==> src/common/i2c_standby_pkg.sv <==
// Shared constants, acquisition tags and TTI descriptor types of the I2C standby path
`default_nettype none

package i2c_standby_pkg;

  // One acquisition word is a data byte plus its tag
  localparam int AcqWidth = 11;
  localparam int AcqIdWidth = AcqWidth - 8;

  // Entries in each TTI queue
  localparam int QueueDepth = 4;

  // TX and RX queue word width
  localparam int DataWidth = 32;

  // Byte counts in descriptors and in the transfer counter
  localparam int ByteCountWidth = 16;

  // Tag that the bus engine attaches to each acquired byte
  typedef enum logic [AcqIdWidth-1:0] {
    AcqData    = 3'b000,
    AcqStart   = 3'b001,
    AcqStop    = 3'b010,
    AcqRestart = 3'b011,
    AcqNack    = 3'b100
  } acq_id_e;

  typedef struct packed {
    acq_id_e    id;
    logic [7:0] data;
  } acq_word_t;

  // Command descriptor, only the read length is used here
  typedef struct packed {
    logic [ByteCountWidth-1:0] data_length;
    logic [15:0]               rsvd;
  } cmd_desc_t;

  // Response descriptor, written once per write transfer
  typedef struct packed {
    logic [3:0]                err_status;
    logic [3:0]                rsvd;
    logic [7:0]                tid;
    logic [ByteCountWidth-1:0] data_length;
  } resp_desc_t;

endpackage

`default_nettype wire

==> src/flow_standby/flow_standby_i2c.sv <==
// Standby I2C flow that bridges the acquisition stream to the TTI queues
`default_nettype none

module flow_standby_i2c (
  input  wire                                   clk_i,
  input  wire                                   rst_ni,
  input  wire                                   acq_valid_i,
  input  wire i2c_standby_pkg::acq_word_t       acq_word_i,
  input  wire                                   rnw_i,
  output logic [2:0]                            acq_depth_o,
  output logic [7:0]                            tx_byte_o,
  output logic                                  tx_byte_valid_o,
  input  wire                                   tx_byte_ready_i,
  input  wire i2c_standby_pkg::cmd_desc_t       cmd_desc_i,
  input  wire                                   cmd_valid_i,
  output logic                                  cmd_ready_o,
  input  wire [i2c_standby_pkg::DataWidth-1:0]  tx_data_i,
  input  wire                                   tx_valid_i,
  output logic                                  tx_ready_o,
  output logic [i2c_standby_pkg::DataWidth-1:0] rx_data_o,
  output logic                                  rx_valid_o,
  input  wire                                   rx_ready_i,
  output i2c_standby_pkg::resp_desc_t           resp_desc_o,
  output logic                                  resp_valid_o,
  input  wire                                   resp_ready_i,
  output logic                                  err_o
);

  typedef enum logic [3:0] {
    StAwaitStart,
    StReceiveByte,
    StPushWord,
    StPushResp,
    StPopCmd,
    StPopWord,
    StSendByte,
    StSwitchByte,
    StAwaitStop,
    StError
  } state_e;

  state_e                     state_q;
  state_e                     state_d;
  logic                       acq_valid_q;
  i2c_standby_pkg::acq_word_t acq_word_q;
  logic                       rnw_q;

  // Event flags decoded from the registered acquisition word
  logic start_det;
  logic stop_det;
  logic restart_det;
  logic data_det;
  logic nack_det;
  logic end_det;

  logic [3:0][7:0]                              word_buf_q;
  logic [3:0][7:0]                              tx_word_q;
  logic [i2c_standby_pkg::ByteCountWidth-1:0]   byte_cnt_q;
  logic [i2c_standby_pkg::ByteCountWidth-1:0]   read_len_q;
  logic                                         xfer_active_q;
  // A restart that ended a transfer also opens the next one
  logic                                         resume_q;
  logic                                         resume_rnw_q;

  logic begin_xfer;
  logic begin_rnw;
  logic enter_xfer;
  logic end_xfer;
  logic store_byte;
  logic push_byte;
  logic cnt_clear;
  logic xfer_read;

  always_ff @(posedge clk_i or negedge rst_ni) begin
    if (!rst_ni) begin
      acq_valid_q <= 1'b0;
      rnw_q       <= 1'b0;
      state_q     <= StAwaitStart;
    end else begin
      acq_valid_q <= acq_valid_i;
      rnw_q       <= rnw_i;
      state_q     <= state_d;
    end
  end

  always_ff @(posedge clk_i) begin
    acq_word_q <= acq_word_i;
  end

  assign start_det   = acq_valid_q && (acq_word_q.id == i2c_standby_pkg::AcqStart);
  assign stop_det    = acq_valid_q && (acq_word_q.id == i2c_standby_pkg::AcqStop);
  assign restart_det = acq_valid_q && (acq_word_q.id == i2c_standby_pkg::AcqRestart);
  assign data_det    = acq_valid_q && (acq_word_q.id == i2c_standby_pkg::AcqData);
  assign nack_det    = acq_valid_q && (acq_word_q.id == i2c_standby_pkg::AcqNack);
  assign end_det     = stop_det || restart_det;

  assign begin_xfer = start_det || restart_det || resume_q;
  assign begin_rnw  = (start_det || restart_det) ? rnw_q : resume_rnw_q;

  always_comb begin
    state_d         = state_q;
    enter_xfer      = 1'b0;
    end_xfer        = 1'b0;
    store_byte      = 1'b0;
    cmd_ready_o     = 1'b0;
    tx_ready_o      = 1'b0;
    rx_valid_o      = 1'b0;
    resp_valid_o    = 1'b0;
    tx_byte_valid_o = 1'b0;
    err_o           = 1'b0;
    xfer_read       = 1'b0;

    unique case (state_q)
      StAwaitStart: begin
        if (begin_xfer) begin
          enter_xfer = 1'b1;
          state_d = begin_rnw ? StPopCmd : StReceiveByte;
        end
      end
      StReceiveByte: begin
        if (end_det) begin
          end_xfer = 1'b1;
          state_d = (byte_cnt_q[1:0] != 2'd0) ? StPushWord : StPushResp;
        end else if (data_det) begin
          store_byte = 1'b1;
          if (byte_cnt_q[1:0] == 2'd3) begin
            state_d = StPushWord;
          end
        end else if (acq_valid_q) begin
          state_d = StError;
        end
      end
      StPushWord: begin
        rx_valid_o = 1'b1;
        // The bus cannot be held, so a new event with a stalled queue is fatal
        if (!rx_ready_i) begin
          if (acq_valid_q) begin
            state_d = StError;
          end
        end else if (!xfer_active_q) begin
          state_d = StPushResp;
        end else if (end_det) begin
          end_xfer = 1'b1;
          state_d = StPushResp;
        end else if (data_det || !acq_valid_q) begin
          store_byte = data_det;
          state_d = StReceiveByte;
        end else begin
          state_d = StError;
        end
      end
      StPushResp: begin
        resp_valid_o = 1'b1;
        if (resp_ready_i) begin
          state_d = StAwaitStart;
          if (begin_xfer) begin
            enter_xfer = 1'b1;
            state_d = begin_rnw ? StPopCmd : StReceiveByte;
          end
        end else if (acq_valid_q) begin
          state_d = StError;
        end
      end
      StPopCmd: begin
        xfer_read = 1'b1;
        cmd_ready_o = !(nack_det || end_det);
        if (cmd_valid_i) begin
          state_d = (cmd_desc_i.data_length == '0) ? StError : StPopWord;
        end
      end
      StPopWord: begin
        xfer_read = 1'b1;
        tx_ready_o = !(nack_det || end_det);
        if (tx_valid_i) begin
          state_d = StSendByte;
        end
      end
      StSendByte: begin
        xfer_read = 1'b1;
        tx_byte_valid_o = 1'b1;
        if (tx_byte_ready_i) begin
          state_d = (byte_cnt_q + 1'b1 == read_len_q) ? StAwaitStop : StSwitchByte;
        end
      end
      StSwitchByte: begin
        xfer_read = 1'b1;
        // Lane 3 was just sent, so the next byte needs a fresh word
        state_d = (byte_cnt_q[1:0] == 2'd3) ? StPopWord : StSendByte;
      end
      StAwaitStop: begin
        xfer_read = 1'b1;
      end
      StError: begin
        err_o = 1'b1;
      end
      default: begin
        state_d = StError;
      end
    endcase

    // Common to all read states
    if (xfer_read) begin
      if (nack_det) begin
        state_d = StError;
      end else if (end_det) begin
        end_xfer = 1'b1;
        state_d = StAwaitStart;
      end
    end
  end

  assign push_byte = store_byte || (state_q == StSwitchByte);
  assign cnt_clear = (state_q == StAwaitStart) || (resp_valid_o && resp_ready_i);

  always_ff @(posedge clk_i or negedge rst_ni) begin
    if (!rst_ni) begin
      byte_cnt_q    <= '0;
      read_len_q    <= '0;
      xfer_active_q <= 1'b0;
      resume_q      <= 1'b0;
      resume_rnw_q  <= 1'b0;
    end else begin
      if (cnt_clear) begin
        byte_cnt_q <= '0;
      end else if (push_byte) begin
        byte_cnt_q <= byte_cnt_q + 1'b1;
      end
      if (cmd_valid_i && cmd_ready_o) begin
        read_len_q <= cmd_desc_i.data_length;
      end
      if (enter_xfer) begin
        xfer_active_q <= 1'b1;
      end else if (end_xfer) begin
        xfer_active_q <= 1'b0;
      end
      if (end_xfer && restart_det) begin
        resume_q     <= 1'b1;
        resume_rnw_q <= rnw_q;
      end else if (enter_xfer) begin
        resume_q <= 1'b0;
      end
    end
  end

  // Word buffer starts empty, so unused upper lanes of a short word stay zero
  always_ff @(posedge clk_i) begin
    if (cnt_clear || (rx_valid_o && rx_ready_i)) begin
      word_buf_q <= '0;
    end
    if (store_byte) begin
      word_buf_q[byte_cnt_q[1:0]] <= acq_word_q.data;
    end
  end

  always_ff @(posedge clk_i) begin
    if (tx_valid_i && tx_ready_o) begin
      tx_word_q <= tx_data_i;
    end
  end

  assign rx_data_o = word_buf_q;
  assign tx_byte_o = tx_word_q[byte_cnt_q[1:0]];

  // Buffer occupancy, a full word waiting in the push state counts as four
  assign acq_depth_o = xfer_read ? 3'd0 :
                       (rx_valid_o && (byte_cnt_q[1:0] == 2'd0)) ? 3'd4 :
                       {1'b0, byte_cnt_q[1:0]};

  assign resp_desc_o = '{err_status: '0, rsvd: '0, tid: '0, data_length: byte_cnt_q};

endmodule

`default_nettype wire

==> src/verilog/i2c_standby_top.sv <==
// Standby I2C top level with the flow block and its four TTI queues
`default_nettype none

module i2c_standby_top (
  input  wire                                   clk_i,
  input  wire                                   rst_ni,
  input  wire                                   acq_valid_i,
  input  wire i2c_standby_pkg::acq_word_t       acq_word_i,
  input  wire                                   rnw_i,
  output logic [2:0]                            acq_depth_o,
  output logic [7:0]                            tx_byte_o,
  output logic                                  tx_byte_valid_o,
  input  wire                                   tx_byte_ready_i,
  input  wire                                   cmd_valid_i,
  output logic                                  cmd_ready_o,
  input  wire i2c_standby_pkg::cmd_desc_t       cmd_desc_i,
  input  wire                                   tx_valid_i,
  output logic                                  tx_ready_o,
  input  wire [i2c_standby_pkg::DataWidth-1:0]  tx_data_i,
  output logic                                  rx_valid_o,
  input  wire                                   rx_ready_i,
  output logic [i2c_standby_pkg::DataWidth-1:0] rx_data_o,
  output logic                                  resp_valid_o,
  input  wire                                   resp_ready_i,
  output i2c_standby_pkg::resp_desc_t           resp_desc_o,
  output logic                                  err_o
);

  // Queue side of the flow block
  i2c_standby_pkg::cmd_desc_t           cmd_q_desc;
  logic                                 cmd_q_valid;
  logic                                 cmd_q_ready;
  logic [i2c_standby_pkg::DataWidth-1:0] tx_q_data;
  logic                                 tx_q_valid;
  logic                                 tx_q_ready;
  logic [i2c_standby_pkg::DataWidth-1:0] rx_q_data;
  logic                                 rx_q_valid;
  logic                                 rx_q_ready;
  i2c_standby_pkg::resp_desc_t          resp_q_desc;
  logic                                 resp_q_valid;
  logic                                 resp_q_ready;

  flow_standby_i2c flow0 (
    .clk_i          (clk_i),
    .rst_ni         (rst_ni),
    .acq_valid_i    (acq_valid_i),
    .acq_word_i     (acq_word_i),
    .rnw_i          (rnw_i),
    .acq_depth_o    (acq_depth_o),
    .tx_byte_o      (tx_byte_o),
    .tx_byte_valid_o(tx_byte_valid_o),
    .tx_byte_ready_i(tx_byte_ready_i),
    .cmd_desc_i     (cmd_q_desc),
    .cmd_valid_i    (cmd_q_valid),
    .cmd_ready_o    (cmd_q_ready),
    .tx_data_i      (tx_q_data),
    .tx_valid_i     (tx_q_valid),
    .tx_ready_o     (tx_q_ready),
    .rx_data_o      (rx_q_data),
    .rx_valid_o     (rx_q_valid),
    .rx_ready_i     (rx_q_ready),
    .resp_desc_o    (resp_q_desc),
    .resp_valid_o   (resp_q_valid),
    .resp_ready_i   (resp_q_ready),
    .err_o          (err_o)
  );

  tti_queue #(
    .Width($bits(i2c_standby_pkg::cmd_desc_t)),
    .Depth(i2c_standby_pkg::QueueDepth)
  ) cmd_queue (
    .clk_i   (clk_i),
    .rst_ni  (rst_ni),
    .wvalid_i(cmd_valid_i),
    .wready_o(cmd_ready_o),
    .wdata_i (cmd_desc_i),
    .rvalid_o(cmd_q_valid),
    .rready_i(cmd_q_ready),
    .rdata_o (cmd_q_desc)
  );

  tti_queue #(
    .Width(i2c_standby_pkg::DataWidth),
    .Depth(i2c_standby_pkg::QueueDepth)
  ) tx_queue (
    .clk_i   (clk_i),
    .rst_ni  (rst_ni),
    .wvalid_i(tx_valid_i),
    .wready_o(tx_ready_o),
    .wdata_i (tx_data_i),
    .rvalid_o(tx_q_valid),
    .rready_i(tx_q_ready),
    .rdata_o (tx_q_data)
  );

  tti_queue #(
    .Width(i2c_standby_pkg::DataWidth),
    .Depth(i2c_standby_pkg::QueueDepth)
  ) rx_queue (
    .clk_i   (clk_i),
    .rst_ni  (rst_ni),
    .wvalid_i(rx_q_valid),
    .wready_o(rx_q_ready),
    .wdata_i (rx_q_data),
    .rvalid_o(rx_valid_o),
    .rready_i(rx_ready_i),
    .rdata_o (rx_data_o)
  );

  tti_queue #(
    .Width($bits(i2c_standby_pkg::resp_desc_t)),
    .Depth(i2c_standby_pkg::QueueDepth)
  ) resp_queue (
    .clk_i   (clk_i),
    .rst_ni  (rst_ni),
    .wvalid_i(resp_q_valid),
    .wready_o(resp_q_ready),
    .wdata_i (resp_q_desc),
    .rvalid_o(resp_valid_o),
    .rready_i(resp_ready_i),
    .rdata_o (resp_desc_o)
  );

endmodule

`default_nettype wire

==> src/verilog/tti_queue.sv <==
// Synchronous valid/ready FIFO standing in for one TTI queue
`default_nettype none

module tti_queue #(
  parameter int Width = 32,
  parameter int Depth = 4
) (
  input  wire              clk_i,
  input  wire              rst_ni,
  input  wire              wvalid_i,
  output logic             wready_o,
  input  wire [Width-1:0]  wdata_i,
  output logic             rvalid_o,
  input  wire              rready_i,
  output logic [Width-1:0] rdata_o
);

  localparam int PtrWidth = (Depth > 1) ? $clog2(Depth) : 1;
  localparam int CntWidth = $clog2(Depth + 1);

  logic [Width-1:0]    mem_q[Depth];
  logic [PtrWidth-1:0] wptr_q;
  logic [PtrWidth-1:0] rptr_q;
  logic [CntWidth-1:0] count_q;
  logic                push;
  logic                pop;

  // Pointers wrap explicitly so any depth works
  function automatic logic [PtrWidth-1:0] next_ptr(input logic [PtrWidth-1:0] ptr);
    if (ptr == PtrWidth'(Depth - 1)) begin
      return '0;
    end
    return ptr + 1'b1;
  endfunction

  assign rvalid_o = (count_q != '0);
  // A full queue still takes a word when one leaves in the same cycle
  assign wready_o = (count_q != CntWidth'(Depth)) || rready_i;
  assign push = wvalid_i && wready_o;
  assign pop = rvalid_o && rready_i;
  assign rdata_o = mem_q[rptr_q];

  always_ff @(posedge clk_i or negedge rst_ni) begin
    if (!rst_ni) begin
      wptr_q  <= '0;
      rptr_q  <= '0;
      count_q <= '0;
    end else begin
      if (push) begin
        wptr_q <= next_ptr(wptr_q);
      end
      if (pop) begin
        rptr_q <= next_ptr(rptr_q);
      end
      if (push && !pop) begin
        count_q <= count_q + 1'b1;
      end else if (pop && !push) begin
        count_q <= count_q - 1'b1;
      end
    end
  end

  always_ff @(posedge clk_i) begin
    if (push) begin
      mem_q[wptr_q] <= wdata_i;
    end
  end

endmodule

`default_nettype wire
==> config.mk <==
export PLATFORM = sky130hd
export DESIGN_NAME = i2c_standby_top
export DESIGN_NICKNAME = d
export VERILOG_FILES = /design/src/common/i2c_standby_pkg.sv /design/src/flow_standby/flow_standby_i2c.sv /design/src/verilog/i2c_standby_top.sv /design/src/verilog/tti_queue.sv
export SDC_FILE = /design/constraint.sdc
export NUM_CORES = 1
export LEC_CHECK = 0
export BUFFER_PORTS_ARGS = -buffer_cell sky130_fd_sc_hd__buf_4
export CAP_MARGIN = 20
export CORE_UTILIZATION = 35
export DETAILED_ROUTE_END_ITERATION = 16
export HOLD_SLACK_MARGIN = 0.15
export SLEW_MARGIN = 25
export SYNTH_ARGS = -nofsm -noshare
export SYNTH_HDL_FRONTEND = slang
export SYNTH_SLANG_ARGS = --single-unit
==> constraint.sdc <==
create_clock -name clk_i -period 6.5 [get_ports clk_i]
set_input_delay 0.325 -clock clk_i [delete_from_list [all_inputs] [get_ports clk_i]]
set_output_delay 0.325 -clock clk_i [all_outputs]
set_load 0.01 [all_outputs]
==> results.json, run 1 <==
{
  "dieArea_mm2": 0.0607,
  "dp_hpwl_um": 25300,
  "fin_area_mm2": 0.0252,
  "cts_buffers": 55,
  "path_common_cell": "xor2_1",
  "skew_ns": 0.0197,
  "synth-async-reset-ratio_pct": 13.1,
  "wl_per_cell_um": 18.7,
  "crit_type": "reg -> reg",
  "worstRegToRegCells": 10,
  "drive_gt1_share_pct": 25.9,
  "setup_viol": 0,
  "cpPeakStageDelay_ns": 0.66,
  "grt_pass1_wl_um": 64200,
  "grt_setup_unrepaired": "no",
  "hold_end": "tx_queue.wptr_q[1]",
  "fp-row-count": 89,
  "synth_adder_area_share_pct": 2.06,
  "cts_tree": "done",
  "cts_setup_buffers": 0,
  "synth_top_family_by_area": "multiplexers",
  "final.setup.tns_ns": 0,
  "ys_ff_latch": 528,
  "antenna_found_initial": 1,
  "regToRegSetupSlack_ns": 3.08,
  "gr-usage-all-layers_pct": 13.9,
  "cp-start-kind": "register",
  "min_path_type": "in -> reg",
  "report.final.slew_viol_count": 0,
  "die_height_um": 246,
  "synth.area.top_cells": "edfxtp_1 60%, mux4_2 11%, dfrtp_1 8.3%",
  "ios": 165,
  "min-delay-start": "tx_valid_i",
  "ys.flop_type": "edfxtp_1",
  "routed_wl_um": 41600,
  "outcome": "complete, no violations",
  "cp_top_family": "simple AND/OR/NAND/NOR gates",
  "start_util_pct": 35.4,
  "grt.overflow.total": 0,
  "finalHoldViolations": 0,
  "grt_use_met2_pct": 23.1,
  "io_buffers": 132,
  "worstPathArrival_ns": 3.95,
  "synth-edff-count": 416,
  "drtAntennaViolNets": 0,
  "hold_depth": 3,
  "htreeDepth": 2,
  "gp_congestion": 0.805,
  "netlist_area_mm2": 0.0209,
  "vias": 10800,
  "cts.sinks": 528,
  "syn2layout_area_growth_pct": 20.8,
  "cts-resized-gates": 0,
  "dpl.cell_count": 2054,
  "fillerInstances": 5236,
  "synth_top_area_share_pct": 59.8,
  "root_buffer": "clkbuf_16",
  "syn_inst": 1191,
  "finalCritPeriodShare_pct": 52.6,
  "first_iter_violations": 766,
  "yosysSeqAreaShare_pct": 72.2,
  "min_period_ns": 3.42,
  "cp.buffers_inverters": 1,
  "top_usage_layer": "met2",
  "maxCapViolations": 0,
  "fmax_ghz": 0.293,
  "die_x_um": 246,
  "p_leak_nw": 9.33,
  "cts_max_path_buffers": 3,
  "muxShareOfSynthArea_pct": 12.6,
  "synth.avg_cell_area_um2": 17.5,
  "grtUsageMet1_pct": 18.2,
  "crit_slowest_cell": "o311ai_1",
  "nNetsFinal": 1519,
  "synth_area_leader_cell": "edfxtp_1",
  "clk-insertion-delay-late_ns": 0.62,
  "reg2reg_to": "cmd_queue.count_q[2]",
  "slew_headroom_pct": 31.7,
  "ir_drop_v": 0.000244,
  "endpoint_kind": "register",
  "crit_required_ns": 7.03,
  "worstPathMaxFanout": 15,
  "dr.pass1.iters": 5,
  "n_antenna_cell": 0,
  "drc": 0,
  "path_cells": "nor2b_1, nand2_1, o311ai_1, and2_0, ha_1, inv_1, fa_1, xor2_1, nor2_1, xor2_1",
  "synth_cell_types": 64,
  "final_cells": 2223,
  "timing.rr.start": "flow0.state_q[2]",
  "use_met3_pct": 2.90,
  "pwr_density_cell_mw_per_mm2": 323,
  "yosysWarnings": 0,
  "synth_compound_area_share_pct": 3.83,
  "place_area_mm2": 0.0227,
  "core_area_mm2": 0.0590,
  "synth-xor-area-share_pct": 1.50,
  "worst_pin_slew_ns": 1.02,
  "clk_pin_slew_ns": 0.06,
  "vias_per_cell": 4.87,
  "yosys.area_share.simple_pct": 5.77,
  "grt_pass1_vias": 11200,
  "grt_max_degree": 70
}
==> placed cells by master, fill, tap and decap left out, drive strengths merged, types with 35 or more instances in the layout <==
cell,n
edfxtp,416
buf,149
mux4,104
nand2,103
clkbuf,75
dfrtp,69
o21ai,69
dlygate4sd3,65
dfxtp,43
nor2,35
==> routing by layer <==
metal	up-vias	wire length (um)
met5	-	0
li1	5039	-
met2	217	20600
met3	63	1840
met4	0	811
met1	5508	18400
==> worst reg2reg max path, stage by stage (launching register included) <==
cell and delay, ns:
dfrtp_1 0.65, nor2b_1 0.33, nand2_1 0.20, o311ai_1 0.66, and2_0 0.34, ha_1 0.23, inv_1 0.07, fa_1 0.43
xor2_1 0.17, nor2_1 0.13, xor2_1 0.15
==> cell families after synthesis <==
| kind of cell | after synthesis |
|---|---|
| flops | 528 |
| compound gates | 130 |
| mux | 129 |
| xor+xnor | 34 |
| simple gates | 240 |
| fa+ha+maj | 32 |
| buf+inv | 97 |
| other cells | 1 |
==> registers in the layout, indices dropped and copies added, names as in the netlist, 3 cells and up <==
name / count
flow0.byte_cnt_q: 16
flow0.tx_word_q: 32
resp_queue.count_q: 3
rx_queue.mem_q: 128
flow0.state_q: 4
tx_queue.mem_q: 128
resp_queue.mem_q: 64
flow0.read_len_q: 16
tx_queue.count_q: 3
cmd_queue.mem_q: 64
cmd_queue.count_q: 3
flow0.acq_word_q: 11
rx_queue.count_q: 3
flow0.rx_data_o: 32
==> how the worst max path moves through the flow <==
stage | to | cells after the start | start | slack (ns)
4_1_cts | cmd_queue.count_q[2] | 10 | flow0.state_q[2] | 3.09
3_3_place_gp | cmd_queue.count_q[2] | 10 | flow0.state_q[2] | 3.21
6_report | cmd_queue.count_q[2] | 10 | flow0.state_q[2] | 3.08
2_1_floorplan | cmd_queue.count_q[2] | 11 | flow0.acq_word_q[10] | 3.66
3_5_place_dp | cmd_queue.count_q[2] | 10 | flow0.state_q[2] | 3.14
5_1_grt | cmd_queue.count_q[2] | 10 | flow0.state_q[2] | 2.71
==> where the power goes <==
group          leakage (nW)  internal (mW)  switching (mW)
Combinational          2.90          0.382           0.404
Clock                 0.905           1.86            1.31
Sequential             5.53           3.96           0.216
==> cell usage after synthesis, drive strengths merged (2+ instances only) <==
cell	count
nand3b	3
edfxtp	416
nor3	13
nand4	7
o41ai	4
o311ai	3
a31oi	6
or2	2
o31ai	11
o21a	4
o211ai	2
nand2b	10
and3	12
inv	23
nor2b	7
dfrtp	69
and4	2
a21oi	8
xnor2	17
or4	3
or3	5
nor4b	3
fa	4
mux2	24
nor3b	3
o21ai	69
buf	31
mux4	104
nand2	103
nor2	35
xor2	16
a311oi	2
o31a	2
and2	16
nand3	8
nor4	7
ha	28
dfxtp	43
o22ai	2
a21o	6
clkbuf	43
a21boi	2
a22oi	2
==> cell type report <==
| type | count | area, um2 | share of cell area [%] |
|---|---|---|---|
| Clock inverter | 29 | 345 | 1.37 |
| Clock buffer | 75 | 1520 | 6.04 |
| Sequential cell | 528 | 15100 | 59.8 |
| Inverter | 23 | 86.3 | 0.342 |
| Timing Repair Buffer | 214 | 1770 | 7.01 |
| Multi-Input combinational cell | 581 | 5450 | 21.6 |
| Tap cell | 773 | 967 | 3.83 |
==> timing repair <==
item,4_1_cts,5_1_grt
setup endpoints to repair,0,0
hold buffers,65,0
endpoints found under the hold margin,279,0
==> per-stage QoR <==
stage	setup WS, ns	hold slack [ns]	total power, mW	utilization, %
floorplan	3.66	0.0294	4.73	-
global placement	3.21	0.431	5.00	38.5
detailed placement	3.14	0.432	5.03	38.5
CTS	3.09	0.165	8.26	42.7
global route	2.71	0.228	8.47	42.7
finish	3.08	0.213	8.14	42.7
Power figures use the tool's default switching activity.
==> inputs of run 2 (changes only) <==
==> constraint.sdc (replaced) <==
create_clock -name clk_i -period 2.9 [get_ports clk_i]
set_input_delay 0.145 -clock clk_i [delete_from_list [all_inputs] [get_ports clk_i]]
set_output_delay 0.145 -clock clk_i [all_outputs]
set_load 0.01 [all_outputs]
==> results.json, run 2 (synthesized netlist as in run 1, its figures left out) <==
{
  "outcome": "complete, no violations",
  "dp_hpwl_um": 26400,
  "place_ws_ns": 0.151,
  "min-delay-start": "acq_word_i[4]",
  "gr-usage-all-layers_pct": 14.1,
  "wl_per_cell_um": 18.6,
  "grt_pass1_wl_um": 65300,
  "fmax_ghz": 0.372,
  "worst_pin_slew_ns": 0.828,
  "ios": 165,
  "drtAntennaViolNets": 0,
  "wl_met2_um": 21000,
  "cts_buffers": 56,
  "drive_gt1_share_pct": 28.2,
  "worstPathMaxFanout": 9,
  "wl_met1_um": 18400,
  "die_height_um": 246,
  "crit_type": "reg -> reg",
  "clk-insertion-delay-late_ns": 0.60,
  "fp-row-count": 89,
  "cts_max_path_buffers": 3,
  "io_buffers": 132,
  "cp-start-kind": "register",
  "top_layer": "met4",
  "die_x_um": 246,
  "post-route-util_pct": 43.5,
  "first_iter_violations": 636,
  "worstPathArrival_ns": 3.20,
  "grt_max_degree": 70,
  "crit_start": "flow0.byte_cnt_q[0]",
  "syn2layout_area_growth_pct": 22.9,
  "dieArea_mm2": 0.0607,
  "report.final.slew_viol_count": 0,
  "dr.pass1.iters": 4,
  "setup_viol": 0,
  "vias_per_cell": 4.85,
  "seq_area_mm2": 0.0151,
  "htreeDepth": 2,
  "crit_required_ns": 3.42,
  "top_regs": "rx_queue.mem_q: 128 flops, tx_queue.mem_q: 128 flops",
  "dpl.cell_count": 2097,
  "finalHoldViolations": 0,
  "routed_wl_um": 42300,
  "cts.sinks": 528,
  "dr_wl_met3_um": 1890,
  "finalCritPeriodShare_pct": 92.7,
  "maxCapViolations": 0,
  "drc": 0,
  "timing.rr.start": "flow0.byte_cnt_q[0]",
  "vias": 11000,
  "fillerInstances": 5235,
  "ir_drop_v": 0.000462,
  "mostFrequentLayoutCells": "416 x edfxtp_1, 182 x buf_4, 104 x mux4_2",
  "endpoint_kind": "register",
  "setup_slack_ns": 0.211,
  "final_cells": 2273,
  "root_buffer": "clkbuf_16",
  "min_path_type": "in -> reg",
  "grt_pass1_vias": 11500,
  "slew_headroom_pct": 44.8,
  "clk_pin_slew_ns": 0.06,
  "min_period_ns": 2.69,
  "hold_slack_ns": 0.204,
  "grt.overflow.total": 0,
  "multiInputGateArea_mm2": 0.00544,
  "core_area_mm2": 0.0590,
  "antenna_found_initial": 1,
  "layout_commonest_cell": "edfxtp_1",
  "start_util_pct": 35.4,
  "pwr_density_cell_mw_per_mm2": 708,
  "nNetsFinal": 1568,
  "cts_tree": "done",
  "skew_ns": 0.0136,
  "gp_congestion": 0.843,
  "p_leak_nw": 9.60
}
[run 2: worst max-delay path, stage by stage, from the launching register on]
cell      delay (ns)
dfrtp_1         0.57
ha_1            0.26
nand3_1         0.19
nor4_2          0.47
xnor2_1         0.11
a311oi_1        0.22
nand4_1         0.25
or3_1           0.37
a31oi_1         0.18
[run 2: layer usage]
metal | vias to the layer above | track usage [%]
met5 | - | 0
met3 | 66 | 2.83
met1 | 5612 | 18.0
met4 | 0 | 5.16
met2 | 214 | 23.6
li1 | 5138 | -
[run 2: path summary, 6_finish.rpt]
| kind | endpoint | slack, ns | depth (start not counted) |
|---|---|---|---|
| worst min register to register | rx_queue.count_q[2] | 0.48 | 1 |
| max in group asynchronous | tx_queue.rptr_q[0] | 1.76 | 4 |
| min in group asynchronous | flow0.byte_cnt_q[15] | 0.55 | 3 |
| worst max-delay path | flow0.state_q[3] | 0.21 | 8 |
| worst min-delay path | flow0.acq_word_q[4] | 0.20 | 2 |
| worst max register to register | flow0.state_q[3] | 0.21 | 8 |
[run 2: cell type report]
class / instances / share of cell area, %
flip-flops and latches: 528 / 58.8
clock buffers: 70 / 5.90
inverters: 23 / 0.336
diodes: 1 / 0.00975
well taps: 773 / 3.77
clock inverters: 35 / 1.11
repair buffers: 262 / 8.91
multi-input cells: 581 / 21.2
[run 2: per-stage QoR]
| step | setup TNS, ns | total power, mW | cell area [um2] |
|---|---|---|---|
| 6_report | 0 | 18.2 | 25700 |
| 2_1_floorplan | 0 | 10.6 | 20900 |
| 3_3_place_gp | 0 | 11.3 | 23100 |
| 3_5_place_dp | 0 | 11.4 | 23100 |
| 5_1_grt | -0.00406 | 19.0 | 25700 |
| 4_1_cts | 0 | 18.4 | 25600 |
[run 2: timing repair]
item / 4_1_cts / 5_1_grt
setup endpoints to repair: 0 / 4
endpoints found under the hold margin: 286 / 27
gates resized for setup: 0 / 3
buffers inserted: 0 / 1
hold buffers: 67 / 1
[run 2: where the power goes]
| part | switching, mW | internal (mW) | total [mW] |
|---|---|---|---|
| sequential | 0.315 | 8.88 | 9.19 |
| clock | 2.91 | 3.99 | 6.90 |
| combinational | 1.10 | 0.977 | 2.08 |
| total | 4.33 | 13.8 | 18.2 |
